File: src/verilog/dmem_pkg.sv
package dmem_pkg;

    ////////////////////////////////////////////////////////////////////////////
    // Bus widths
    ////////////////////////////////////////////////////////////////////////////

    localparam int DATA_W = 32;
    localparam int BE_W   = 4;
    localparam int ADDR_W = 32;

    ////////////////////////////////////////////////////////////////////////////
    // Address map
    ////////////////////////////////////////////////////////////////////////////

    // SRAM window from 0x8000_0000 up to 0x800F_FFFF
    localparam logic [ADDR_W-1:0] SRAM_BASE        = 32'h8000_0000;
    localparam logic [ADDR_W-1:0] SRAM_WINDOW_MASK = 32'hFFF0_0000;

    // Word offset inside the 1 MB window is addr[19:2]
    localparam int SRAM_OFF_W = 18;

    // Implemented part of the window
    localparam int SRAM_WORDS = 1024;
    localparam int SRAM_IDX_W = 10;

    // Scratch memory covers 0x0000_0000 to 0x0000_03FF
    localparam int SCRATCH_WORDS = 256;
    localparam int SCRATCH_IDX_W = 8;

    ////////////////////////////////////////////////////////////////////////////
    // Decoded target of a request
    ////////////////////////////////////////////////////////////////////////////

    typedef enum logic [1:0] {
        REGION_NONE    = 2'd0,
        REGION_SRAM    = 2'd1,
        REGION_SCRATCH = 2'd2
    } region_e;

    ////////////////////////////////////////////////////////////////////////////
    // Testbench limits
    ////////////////////////////////////////////////////////////////////////////

    // Cycles to wait for a response
    localparam int RESP_TIMEOUT = 10;

endpackage

File: src/verilog/mem_port_if.sv
`timescale 1ns/1ns

interface mem_port_if;

    import dmem_pkg::*;

    // Request strobe and direction
    logic                  en;
    logic                  we;
    logic [BE_W-1:0]       be;

    // Word offset, full window width so the bank can check its depth
    logic [SRAM_OFF_W-1:0] idx;
    logic [DATA_W-1:0]     wdata;

    // Registered read data, one cycle after en
    logic [DATA_W-1:0]     rdata;

    // Router side
    modport host (
        output en,
        output we,
        output be,
        output idx,
        output wdata,
        input  rdata
    );

    // Memory side
    modport bank (
        input  en,
        input  we,
        input  be,
        input  idx,
        input  wdata,
        output rdata
    );

endinterface

File: src/verilog/dmem_router.sv
`timescale 1ns/1ns

module dmem_router (
    input  logic                         clk_i,
    input  logic                         reset_i,

    // Core-side request
    input  logic                         req_i,
    input  logic                         we_i,
    input  logic [dmem_pkg::BE_W-1:0]    be_i,
    input  logic [dmem_pkg::ADDR_W-1:0]  addr_i,
    input  logic [dmem_pkg::DATA_W-1:0]  wdata_i,

    // Core-side response
    output logic                         rvalid_o,
    output logic [dmem_pkg::DATA_W-1:0]  rdata_o,
    output logic                         err_o,

    // Memory banks
    mem_port_if.host                     sram,
    mem_port_if.host                     scratch,
    input  logic                         sram_range_err_i
);

    import dmem_pkg::*;

    region_e               region_d;
    region_e               region_q;
    logic                  rvalid_q;
    logic                  sram_hit;
    logic                  scratch_hit;
    logic [SRAM_OFF_W-1:0] word_idx;

    ////////////////////////////////////////////////////////////////////////////
    // Address decode, request cycle
    ////////////////////////////////////////////////////////////////////////////

    // High bits must match the window base
    assign sram_hit    = (addr_i & SRAM_WINDOW_MASK) == SRAM_BASE;

    // Scratch occupies the lowest SCRATCH_WORDS words of the map
    assign scratch_hit = addr_i[ADDR_W-1:SCRATCH_IDX_W+2] == '0;

    always_comb begin
        if (sram_hit) begin
            region_d = REGION_SRAM;
        end else if (scratch_hit) begin
            region_d = REGION_SCRATCH;
        end else begin
            region_d = REGION_NONE;
        end
    end

    // Byte address to word offset, shared by both banks
    assign word_idx = addr_i[SRAM_OFF_W+1:2];

    ////////////////////////////////////////////////////////////////////////////
    // Bank requests
    ////////////////////////////////////////////////////////////////////////////

    // Only the selected bank sees en, unmapped requests enable nothing
    assign sram.en    = req_i && (region_d == REGION_SRAM);
    assign sram.we    = we_i;
    assign sram.be    = be_i;
    assign sram.idx   = word_idx;
    assign sram.wdata = wdata_i;

    assign scratch.en    = req_i && (region_d == REGION_SCRATCH);
    assign scratch.we    = we_i;
    assign scratch.be    = be_i;
    assign scratch.idx   = word_idx;
    assign scratch.wdata = wdata_i;

    ////////////////////////////////////////////////////////////////////////////
    // Response tracking
    ////////////////////////////////////////////////////////////////////////////

    // Lines up with the one-cycle read of the banks
    always_ff @(posedge clk_i) begin
        if (reset_i) begin
            rvalid_q <= 1'b0;
            region_q <= REGION_NONE;
        end else begin
            rvalid_q <= req_i;
            region_q <= req_i ? region_d : REGION_NONE;
        end
    end

    assign rvalid_o = rvalid_q;

    // Pick the bank that took the request, zero for unmapped
    always_comb begin
        case (region_q)
            REGION_SRAM:    rdata_o = sram.rdata;
            REGION_SCRATCH: rdata_o = scratch.rdata;
            default:        rdata_o = '0;
        endcase
    end

    // Unmapped address, or past the implemented SRAM depth
    assign err_o = rvalid_q &&
                   ((region_q == REGION_NONE) ||
                    ((region_q == REGION_SRAM) && sram_range_err_i));

endmodule

File: src/flat_wrapper.sv
// flat-port wrapper written by rule: the top's interface ports become plain ports
module dmem_router_flat import dmem_pkg::*;
  (clk_i, reset_i, req_i, we_i, be_i, addr_i, wdata_i, rvalid_o, rdata_o, err_o, sram_range_err_i, sram_en, sram_we, sram_be, sram_idx, sram_wdata, sram_rdata, scratch_en, scratch_we, scratch_be, scratch_idx, scratch_wdata, scratch_rdata);
  mem_port_if sram_i ();
  mem_port_if scratch_i ();
  input  logic clk_i;
  input  logic reset_i;
  input  logic req_i;
  input  logic we_i;
  input  logic [dmem_pkg::BE_W-1:0] be_i;
  input  logic [dmem_pkg::ADDR_W-1:0] addr_i;
  input  logic [dmem_pkg::DATA_W-1:0] wdata_i;
  output logic rvalid_o;
  output logic [dmem_pkg::DATA_W-1:0] rdata_o;
  output logic err_o;
  input  logic sram_range_err_i;
  output wire logic [$bits(sram_i.en)-1:0] sram_en;
  output wire logic [$bits(sram_i.we)-1:0] sram_we;
  output wire logic [$bits(sram_i.be)-1:0] sram_be;
  output wire logic [$bits(sram_i.idx)-1:0] sram_idx;
  output wire logic [$bits(sram_i.wdata)-1:0] sram_wdata;
  input wire logic [$bits(sram_i.rdata)-1:0] sram_rdata;
  output wire logic [$bits(scratch_i.en)-1:0] scratch_en;
  output wire logic [$bits(scratch_i.we)-1:0] scratch_we;
  output wire logic [$bits(scratch_i.be)-1:0] scratch_be;
  output wire logic [$bits(scratch_i.idx)-1:0] scratch_idx;
  output wire logic [$bits(scratch_i.wdata)-1:0] scratch_wdata;
  input wire logic [$bits(scratch_i.rdata)-1:0] scratch_rdata;
  assign sram_en = sram_i.en;
  assign sram_we = sram_i.we;
  assign sram_be = sram_i.be;
  assign sram_idx = sram_i.idx;
  assign sram_wdata = sram_i.wdata;
  assign sram_i.rdata = sram_rdata;
  assign scratch_en = scratch_i.en;
  assign scratch_we = scratch_i.we;
  assign scratch_be = scratch_i.be;
  assign scratch_idx = scratch_i.idx;
  assign scratch_wdata = scratch_i.wdata;
  assign scratch_i.rdata = scratch_rdata;
  dmem_router u_core (.clk_i(clk_i), .reset_i(reset_i), .req_i(req_i), .we_i(we_i), .be_i(be_i), .addr_i(addr_i), .wdata_i(wdata_i), .rvalid_o(rvalid_o), .rdata_o(rdata_o), .err_o(err_o), .sram(sram_i), .scratch(scratch_i), .sram_range_err_i(sram_range_err_i));
endmodule
File: config.mk
export PLATFORM = sky130hd
export DESIGN_NAME = dmem_router_flat
export DESIGN_NICKNAME = d
export VERILOG_FILES = /design/src/verilog/dmem_pkg.sv /design/src/verilog/mem_port_if.sv /design/src/verilog/dmem_router.sv /design/src/flat_wrapper.sv
export SDC_FILE = /design/constraint.sdc
export NUM_CORES = 1
export LEC_CHECK = 0
export ABC_AREA = 1
export BUFFER_PORTS_ARGS = -buffer_cell sky130_fd_sc_hd__buf_2
export CAP_MARGIN = 25
export CORE_AREA = 2 2 109 111
export CTS_CLUSTER_DIAMETER = 60
export DETAILED_ROUTE_END_ITERATION = 12
export DIE_AREA = 0 0 111 113
export MAX_ROUTING_LAYER = met4
export SYNTH_ARGS = -nofsm -noshare
export SYNTH_HDL_FRONTEND = slang
export SYNTH_SLANG_ARGS = --single-unit
File: constraint.sdc
create_clock -name clk_i -period 1.4 [get_ports clk_i]
set_input_delay 0.21 -clock clk_i [delete_from_list [all_inputs] [get_ports clk_i]]
set_output_delay 0.21 -clock clk_i [all_outputs]
set_load 0.02 [all_outputs]
==> metrics.md, run 1 <==
| Metric | Value |
|---|---|
| # diodes | 0 |
| Total gr overflow | 0 |
| Clock Tree Buf Depth | 2 |
| Fin crit period | 1.61 ns |
| Power per Cell Area | between 300 and 400 nW/um^2 |
| Max Slew Vio Count | 0 |
| Die X | approximately 110 um |
| Commonest non-fill, non-tap cell in the layout | buf_2 |
| Switching Fraction | 0.244 |
| Hold Crit Class | primary input to flip-flop |
| DR pass1 iterations | 4 |
| Int Pwr | 0.000581 W |
| Crit. Startpoint | u_core.region_q[0]$_SDFF_PP0_ |
| CP Capture Type | output port |
| Non-Filler Instances | 445 |
| Final setup margin | -0.209 ns |
| Wire per inst | 11.3 um |
| Clock sink count | 3 |
| Cells after Synth | 259 |
| Root buffer cell | clkbuf_16 |
| H-tree depth | 1 |
| Seq cells post-synth | 3 |
| NetSw | around 0.00019 W |
| Critical Path End | rdata_o[15] |
| Share of cells above drive strength 1 | 0.699 |
| Seq/Total Area, Yosys | 0.0382 |
| Vias in the first global route | 1347 |
| Hpwl dp | about 3500 um |
| Final setup fails | 33 |
| Setup bufs post-CTS | 0 |
| Synthesis Warnings | 0 |
| CP Data Arrival Time | 1.40 ns |
| Final WL | 5030 um |
| P&R area growth vs syn | 40.2% |
| WS Path Type | flip-flop to output port |
| Unrepaired setup endpoints after global routing | true |
| Final #Nets | between 400 and 500 |
| Worst Path Required | 1.19 ns |
| Total CTS buffers | 3 |
| TNS Setup | -6.05 ns |
| Inst Count DP | ~440 |
| Antenna violations before repair | 0 |
| Vias per cell | 3.61 |
| Worst hold slack | 0.166 ns |
| Failing checks | negative setup slack |
| Reg power frac | 0.116 |
| Outcome | complete, but fails checks |
| Vias | ~1600 |
| Max-cap violations | 0 |
| Initial drt markers | 40 |
| Rows | 39 |
| Mapped Area | 1570 um^2 |
| Standard cell core area | 11300 um^2 |
| Crit Path Max Fanout | 13 |
| Reg clk slew, reported paths | about 0.030 ns |
| Max Freq | about 620 MHz |
| Commonest non-fill, non-tap cells in the layout | 113 x buf_2, 58 x nand2_1, 24 x a21oi_2, 21 x buf_4, 18 x buf_6 |
| # IOs | 283 |
| GRT Total Usage | 0.0672 |
| Syn_nets | 399 |
| Largest net degree at the start of global routing | 20 |
| Chip Height | approximately 110 um |
| Clock tree from TritonCTS | done |
| RePlAce Congestion | 0.731 |
| Syn avg cell area | 6.08 um^2 |
| Max IR drop VDD | around 0.37 mV |
| Global-route wire length before repair | 6670 um |
| Combinational power share | 0.295 |
| Final Cycle Share | 1.15 |
| Count of final hold-check violations | 0 |
| Critical path launch point type | flip-flop |
| Die area | 12500 um^2 |
| Initial Util | 0.140 |
| Worst Max-Slew Pin Slew | 0.151 ns |
| # port buffers | 145 |
| Antenna Nets Post-Route | 0 |
| DRC | 0 |
| Post-synth cell types | 13 |
| Max-slew headroom | 0.899 |
| Power share of the clock group | 0.589 |
| Leakage Power | approximately 0.94 nW |
| Power Total | 0.000768 W |
==> power by group through the flow <==
stage                     registers [W]  logic, W  clock network [W]
after floorplan               0.0000914  0.000476                  0
after global placement        0.0000908  0.000217                  0
after detailed placement      0.0000907  0.000218                  0
after CTS                     0.0000895  0.000223           0.000461
after global routing          0.0000896  0.000245           0.000475
final                         0.0000891  0.000226           0.000452
==> sequential cells by signal (all words and copies together) (netlist names) <==
signal and count:
u_core.region_q 2, u_core.rvalid_o 1
==> how the worst min path moves through the flow <==
stage | from | endpoint | slack (ns) | cells after the start
floorplan | reset_i | u_core.region_q[0]$_SDFF_PP0_ | 0.29 | 1
global placement | reset_i | u_core.rvalid_o$_SDFF_PP0_ | 0.41 | 2
detailed placement | reset_i | u_core.region_q[0]$_SDFF_PP0_ | 0.40 | 2
CTS | reset_i | u_core.region_q[0]$_SDFF_PP0_ | 0.17 | 2
global route | reset_i | u_core.region_q[0]$_SDFF_PP0_ | 0.17 | 2
finish | reset_i | u_core.region_q[0]$_SDFF_PP0_ | 0.17 | 2
==> through the flow <==
| step | util | area (um^2) | setup WS (ns) |
|---|---|---|---|
| 3_5_place_dp | 0.152 | 1710 | -0.0790 |
| 4_1_cts | 0.179 | 2020 | -0.216 |
| 3_3_place_gp | 0.152 | 1710 | -0.0581 |
| 5_1_grt | 0.196 | 2210 | -0.275 |
| 2_1_floorplan | - | 1610 | -0.0374 |
| 6_report | 0.196 | 2210 | -0.209 |
==> routing by layer <==
metal | vias up | GRT usage | routed length, um
met1 | 676 | 0.0616 | 1580
met4 | 0 | 0.0317 | 252
met5 | - | - | 0
met2 | 120 | 0.126 | 2600
met3 | 35 | 0.0230 | 600
li1 | 776 | - | -
==> logic make-up after synthesis <==
kind of cell,share of synthesized area
buf+inv,0.596
simple gates,0.220
compound gates,0.122
fa+ha+maj,0.0238
flops,0.0382
==> critical path, stage by stage (launching register included) <==
cell and delay (ns):
dfxtp_2 0.34, buf_6 0.10, ha_4 0.20, buf_16 0.16, nand2_1 0.08, a21oi_2 0.14, buf_4 0.15
==> cells in the mapped netlist <==
| library cell | number | area [um^2] |
|---|---|---|
| nand3_1 | 1 | 5.00 |
| nand2_1 | 70 | 263 |
| nor3_1 | 1 | 5.00 |
| a21oi_1 | 26 | 130 |
| ha_1 | 3 | 37.5 |
| a21oi_2 | 7 | 61.3 |
| dfxtp_1 | 3 | 60.1 |
| buf_6 | 3 | 33.8 |
| buf_4 | 114 | 856 |
| nand4_1 | 1 | 6.26 |
| buf_2 | 3 | 15.0 |
| inv_1 | 9 | 33.8 |
| nor2_1 | 18 | 67.6 |
==> final cells by class <==
class,instances,area (um^2)
Multi-Input combinational cell,127,759
Tap cell,143,179
Sequential cell,3,62.6
Inverter,9,36.3
Fill cell,1249,9060
Clock buffer,4,78.8
Timing Repair Buffer,159,1090
==> repair_timing <==
action | in CTS | in global routing
resized for setup | 58 | 34
hold buffers | 0 | 0
pin swaps | 3 | 3
cloned | 2 | 3
setup endpoints to repair | 33 | 33
Note: power is estimated with default switching activity, not from simulation.
==> run 2: changes to the inputs <==
Settings changed: MAX_ROUTING_LAYER met4 to default.
==> run 2 against run 1 <==
The flow still finishes with violations (negative setup slack). Sequential power is essentially flat. Setup slack lost 0.00051 ns. Sequential share of layout area is the same. Clock power is essentially flat. Utilization is the same. Final area is the same. Critical path type unchanged. Highest routed layer unchanged.
==> metrics.md, run 2 (synthesis gave the netlist of run 1 again) <==
| Metric | Value |
|---|---|
| Fin crit period | around 1.6 ns |
| Total CTS buffers | 3 |
| DRC | 0 |
| Final WL | 5040 um |
| Outcome | complete, but fails checks |
| Worst Hold Launch | reset_i |
| Power per Cell Area | 348 nW/um^2 |
| Root buffer cell | clkbuf_16 |
| Global-route wire length before repair | 6670 um |
| Most flops, register | u_core.region_q |
| Hold Crit Class | primary input to flip-flop |
| Failing checks | negative setup slack |
| Max IR drop VDD | 0.372 mV |
| Post-CTS Hold Buffers | 0 |
| Pre-CTS setup slack | -0.0790 ns |
| # port buffers | approximately 150 |
| Max-cap violations | 0 |
| Chip Height | between 100 and 150 um |
| Commonest non-fill, non-tap cells in the layout | 113 x buf_2, 58 x nand2_1, 24 x a21oi_2, 21 x buf_4, 18 x buf_6 |
| CP Data Arrival Time | ~1.4 ns |
| Max-slew headroom | 0.898 |
| Int Pwr | 0.000581 W |
| H-tree depth | 1 |
| Fin util | 0.196 |
| Final setup fails | 33 |
| Cell Chain, Critical Path | buf_6 -> ha_4 -> buf_16 -> nand2_1 -> a21oi_2 -> buf_4 |
| DR pass1 iterations | 4 |
| CP max stage cell | dfxtp_2 |
| Count of final hold-check violations | 0 |
| Final #Nets | 443 |
| Worst hold slack | 0.166 ns |
| # diodes | 0 |
| Max Slew Vio Count | 0 |
| Initial Util | 0.140 |
| Reg clk slew, reported paths | 0.03 ns |
| Clock sink count | 3 |
| Final Cycle Share | 1.15 |
| Die X | 111 um |
| Commonest non-fill, non-tap cell in the layout | buf_2 |
| Vias | 1618 |
| Unrepaired setup endpoints after global routing | true |
| Total gr overflow | 0 |
| Worst Max-Slew Pin Slew | 0.151 ns |
| Antenna violations before repair | 0 |
| Vias in the first global route | 1348 |
| WS Path Type | flip-flop to output port |
| # IOs | between 200 and 300 |
| Worst Path Required | 1.19 ns |
| Wire per inst | approximately 11 um |
| Die area | between 10000 and 15000 um^2 |
| Switching Fraction | 0.244 |
| Fillers | 1249 |
| Critical path launch point type | flip-flop |
| Crit Path Max Fanout | 13 |
| Reg power frac | 0.116 |
| Standard cell core area | 11300 um^2 |
| RePlAce Congestion | 0.723 |
| Largest net degree at the start of global routing | 20 |
| Setup bufs post-CTS | 0 |
| GRT Total Usage | 0.0653 |
| Vias per cell | ~3.6 |
| Hpwl dp | 3530 um |
| Max reg flops | 2 |
| Antenna Nets Post-Route | 0 |
| Leakage Power | 0.936 nW |
| Crit path largest cell delay | 0.34 ns |
| Combinational power share | 0.295 |
| Power share of the clock group | 0.589 |
| Share of cells above drive strength 1 | 0.699 |
| CP Capture Type | output port |
| Final setup margin | -0.209 ns |
| NetSw | 0.000187 W |
| Clock Tree Buf Depth | 2 |
| Clock tree from TritonCTS | done |
| Max Freq | between 600 and 700 MHz |
| P&R area growth vs syn | 40.2% |
| Rows | 39 |
| Initial drt markers | 42 |
| Crit. Startpoint | u_core.region_q[0]$_SDFF_PP0_ |
[run 2: cell counts in the layout (fill, tap and decap cells not counted)]
Identical to the previous run, type by type.
[run 2: power groups by stage]
stage | sequential [W] | clock (W) | combinational [W]
after floorplan | 0.0000914 | 0 | 0.000476
after global placement | 0.0000908 | 0 | 0.000217
after detailed placement | 0.0000907 | 0 | 0.000218
after CTS | 0.0000895 | 0.000461 | 0.000223
after global routing | 0.0000896 | 0.000475 | 0.000245
final | 0.0000891 | 0.000452 | 0.000226
[run 2: what timing repair did]
action | CTS | global route
gates resized for setup | 58 | 34
setup endpoints to repair | 33 | 33
pin swaps | 3 | 3
cloned | 2 | 3
[run 2: area by class of cell]
class	count	area, um^2	area share
timing repair buffer	159	1090	0.494
multi-input combinational	127	759	0.344
tap	143	179	0.0811
clock buffer	4	78.8	0.0357
sequential	3	62.6	0.0283
inverter	9	36.3	0.0164
[run 2: per-stage QoR]
| step | cell area (um^2) | instances | TNS (ns) | power [W] |
|---|---|---|---|---|
| 2_1_floorplan | 1610 | 259 | -0.562 | 0.000568 |
| 3_3_place_gp | 1710 | 436 | -0.770 | 0.000308 |
| 3_5_place_dp | 1710 | 436 | -1.74 | 0.000308 |
| 4_1_cts | 2020 | 442 | -6.17 | 0.000773 |
| 5_1_grt | 2210 | 445 | -8.12 | 0.000810 |
| 6_report | 2210 | 445 | -6.07 | 0.000768 |
[run 2: final timing paths]
check                                      endpoint  cells past startpoint
worst min-delay path  u_core.region_q[0]$_SDFF_PP0_                      2
worst max-delay path                    rdata_o[15]                      6
[run 2: worst max-delay path: cells and delay by family, from the launching register on]
family	cells	cell delay [ns]
compound gates	1	0.14
fa+ha+maj	1	0.20
buf+inv	3	0.41
flops	1	0.34
simple gates	1	0.08
[run 2: per-layer routing]
metal	GRT usage	up-vias	wire length, um
li1	-	776	-
met1	0.0616	681	1600
met2	0.126	124	2580
met3	0.0230	37	588
met4	0.0317	0	270
met5	0	-	0
==> run 3: changes to the inputs <==
--- a/config.mk
+++ b/config.mk
@@ -14,2 +14,4 @@
 export DIE_AREA = 0 0 111 113
+export PLACE_DENSITY_LB_ADDON = 0.12
+export SETUP_SLACK_MARGIN = 0.4
 export SYNTH_ARGS = -nofsm -noshare
==> constraint.sdc (replaced) <==
create_clock -name clk_i -period 1.4 [get_ports clk_i]
set_input_delay 0.28 -clock clk_i [delete_from_list [all_inputs] [get_ports clk_i]]
set_output_delay 0.28 -clock clk_i [all_outputs]
set_load 0.02 [all_outputs]
==> run 3 against run 2 <==
The flow still finishes with violations (negative setup slack). Clock power grew 1%. Non-clock buffer count grew 6. Sequential cell count is the same. Maximum frequency shrank 3.8%. Sequential share of layout area shrank 0.50 points. Utilization grew 5.6 points. Critical path depth is the same. Die area is the same. Global-route usage grew 1.9 points. Highest routed layer unchanged.
==> metrics.md, run 3 (synthesis gave the netlist of run 1 again) <==
| Metric | Value |
|---|---|
| Outcome | complete, but fails checks |
| Failing checks | negative setup slack |
| Final setup fails | 33 |
| Initial drt markers | 56 |
| Max-cap violations | 0 |
| Final #Nets | roughly 450 |
| Hpwl dp | 4450 um |
| DR pass1 iterations | 2 |
| Total CTS buffers | 3 |
| Power share of the clock group | 0.560 |
| Vias per cell | 3.74 |
| Critical Path End | rdata_o[29] |
| Chip Height | between 100 and 150 um |
| Clock tree from TritonCTS | done |
| H-tree depth | 1 |
| Final WL | 5940 um |
| Power Total | 0.000818 W |
| Leakage Power | between 1 and 1.5 nW |
| Crit Path Max Fanout | 14 |
| Clock Tree Buf Depth | 2 |
| Int Pwr | around 0.0006 W |
| Antenna Nets Post-Route | 0 |
| Total gr overflow | 0 |
| Worst Max-Slew Pin Slew | 0.183 ns |
| Post-CTS Hold Buffers | 0 |
| Most flops, register | u_core.region_q |
| GRT Total Usage | 0.0846 |
| Crit. Startpoint | u_core.region_q[0]$_SDFF_PP0_ |
| Vias | approximately 1700 |
| Global-route wire length before repair | 8630 um |
| Power per Cell Area | around 290 nW/um^2 |
| # port buffers | 145 |
| Max-slew headroom | 0.877 |
| Commonest non-fill, non-tap cells in the layout | 97 x buf_2, 52 x buf_6, 50 x nand2_1, 32 x a21oi_4, 20 x nand2_2 |
| Standard cell core area | 11300 um^2 |
| Max reg flops | 2 |
| Critical path launch point type | flip-flop |
| Fin crit period | 1.67 ns |
| Die X | around 110 um |
| Max Slew Vio Count | 0 |
| Reg power frac | 0.107 |
| Unrepaired setup endpoints after global routing | true |
| Worst Path Required | 1.12 ns |
| Final Cycle Share | 1.19 |
| Antenna violations before repair | 0 |
| CP Data Arrival Time | 1.39 ns |
| CP Capture Type | output port |
| Cell area after layout | about 2800 um^2 |
| NetSw | about 0.00021 W |
| Max Freq | 598 MHz |
| Share of cells above drive strength 1 | 0.808 |
| Largest net degree at the start of global routing | 21 |
| Root buffer cell | clkbuf_16 |
| Hold Crit Class | primary input to flip-flop |
| Clock sink count | 3 |
| # diodes | 0 |
| # IOs | 283 |
| Rows | 39 |
| Fin util | 0.252 |
| Initial Util | 0.140 |
| Vias in the first global route | 1714 |
| Switching Fraction | 0.255 |
| DRC | 0 |
| RePlAce Congestion | roughly 0.73 |
| Placed Instance Area | around 2100 um^2 |
| Reg clk slew, reported paths | 0.03 ns |
| Max IR drop VDD | 0.403 mV |
| Wire per inst | 13.2 um |
| Final setup margin | -0.272 ns |
| Count of final hold-check violations | 0 |
| WS Path Type | flip-flop to output port |
| Commonest non-fill, non-tap cell in the layout | buf_2 |
| Combinational power share | 0.333 |
| P&R area growth vs syn | 80.1% |
| Die area | around 13000 um^2 |
-- run 3: cell types whose count changed in the layout (fill, tap and decap cells not counted), moves of 16 or more --
cell and change:
buf_4 -17, buf_2 -16, nor2_1 -16, buf_6 +34
a21oi_2 -23, a21oi_4 +28
-- run 3: timing repair --
item,in CTS,in global routing
cloned,2,5
buffers inserted,2,1
pin swaps,4,18
setup endpoints to repair,36,37
resized for setup,88,51
-- run 3: metrics by stage --
stage / hold slack (ns) / TNS [ns] / worst slack (ns) / cells
2_1_floorplan: 0.352 / 0 / 0.0873 / 259
3_3_place_gp: 0.469 / -3.44 / -0.133 / 437
3_5_place_dp: 0.481 / -3.26 / -0.153 / 437
4_1_cts: 0.241 / -8.35 / -0.280 / 445
5_1_grt: 0.274 / -10.30 / -0.343 / 451
6_report: 0.242 / -8.35 / -0.272 / 451
-- run 3: layout make-up --
type                            count  area (um^2)
Sequential cell                     3         66.3
Clock buffer                        4         78.8
Multi-Input combinational cell    127         1100
Timing Repair Buffer              165         1370
Tap cell                          143          179
Fill cell                        1217         8440
Inverter                            9         43.8
-- run 3: per-layer routing --
| metal | wire (um) | up-vias | global-route usage |
|---|---|---|---|
| li1 | - | 787 | - |
| met3 | 692 | 11 | 0.0343 |
| met4 | 110 | 0 | 0.0342 |
| met5 | 0 | - | 0 |
| met1 | 2150 | 743 | 0.0888 |
| met2 | 2980 | 146 | 0.151 |
-- run 3: critical path, stage by stage, from the launching register on --
cell and delay, ns:
dfxtp_4 0.35, buf_6 0.10, ha_4 0.19, buf_12 0.15
nand2_1 0.09, a21oi_4 0.15, buf_6 0.13
-- run 3: power by group through the flow --
| stage | combinational (W) | clock [W] | sequential (W) |
|---|---|---|---|
| final | 0.000272 | 0.000458 | 0.0000871 |
| after CTS | 0.000232 | 0.000460 | 0.0000885 |
| after detailed placement | 0.000222 | 0 | 0.0000896 |
| after global placement | 0.000224 | 0 | 0.0000895 |
| after global routing | 0.000295 | 0.000472 | 0.0000876 |
| after floorplan | 0.000478 | 0 | 0.0000914 |
-- run 3: worst min-delay path by stage --
stage            start                             to  cells after the start
6_report       reset_i  u_core.region_q[0]$_SDFF_PP0_                      2
5_1_grt        reset_i  u_core.region_q[0]$_SDFF_PP0_                      2
4_1_cts        reset_i  u_core.region_q[0]$_SDFF_PP0_                      2
3_5_place_dp   reset_i  u_core.region_q[0]$_SDFF_PP0_                      2
3_3_place_gp   reset_i  u_core.region_q[0]$_SDFF_PP0_                      2
2_1_floorplan  reset_i  u_core.region_q[0]$_SDFF_PP0_                      1
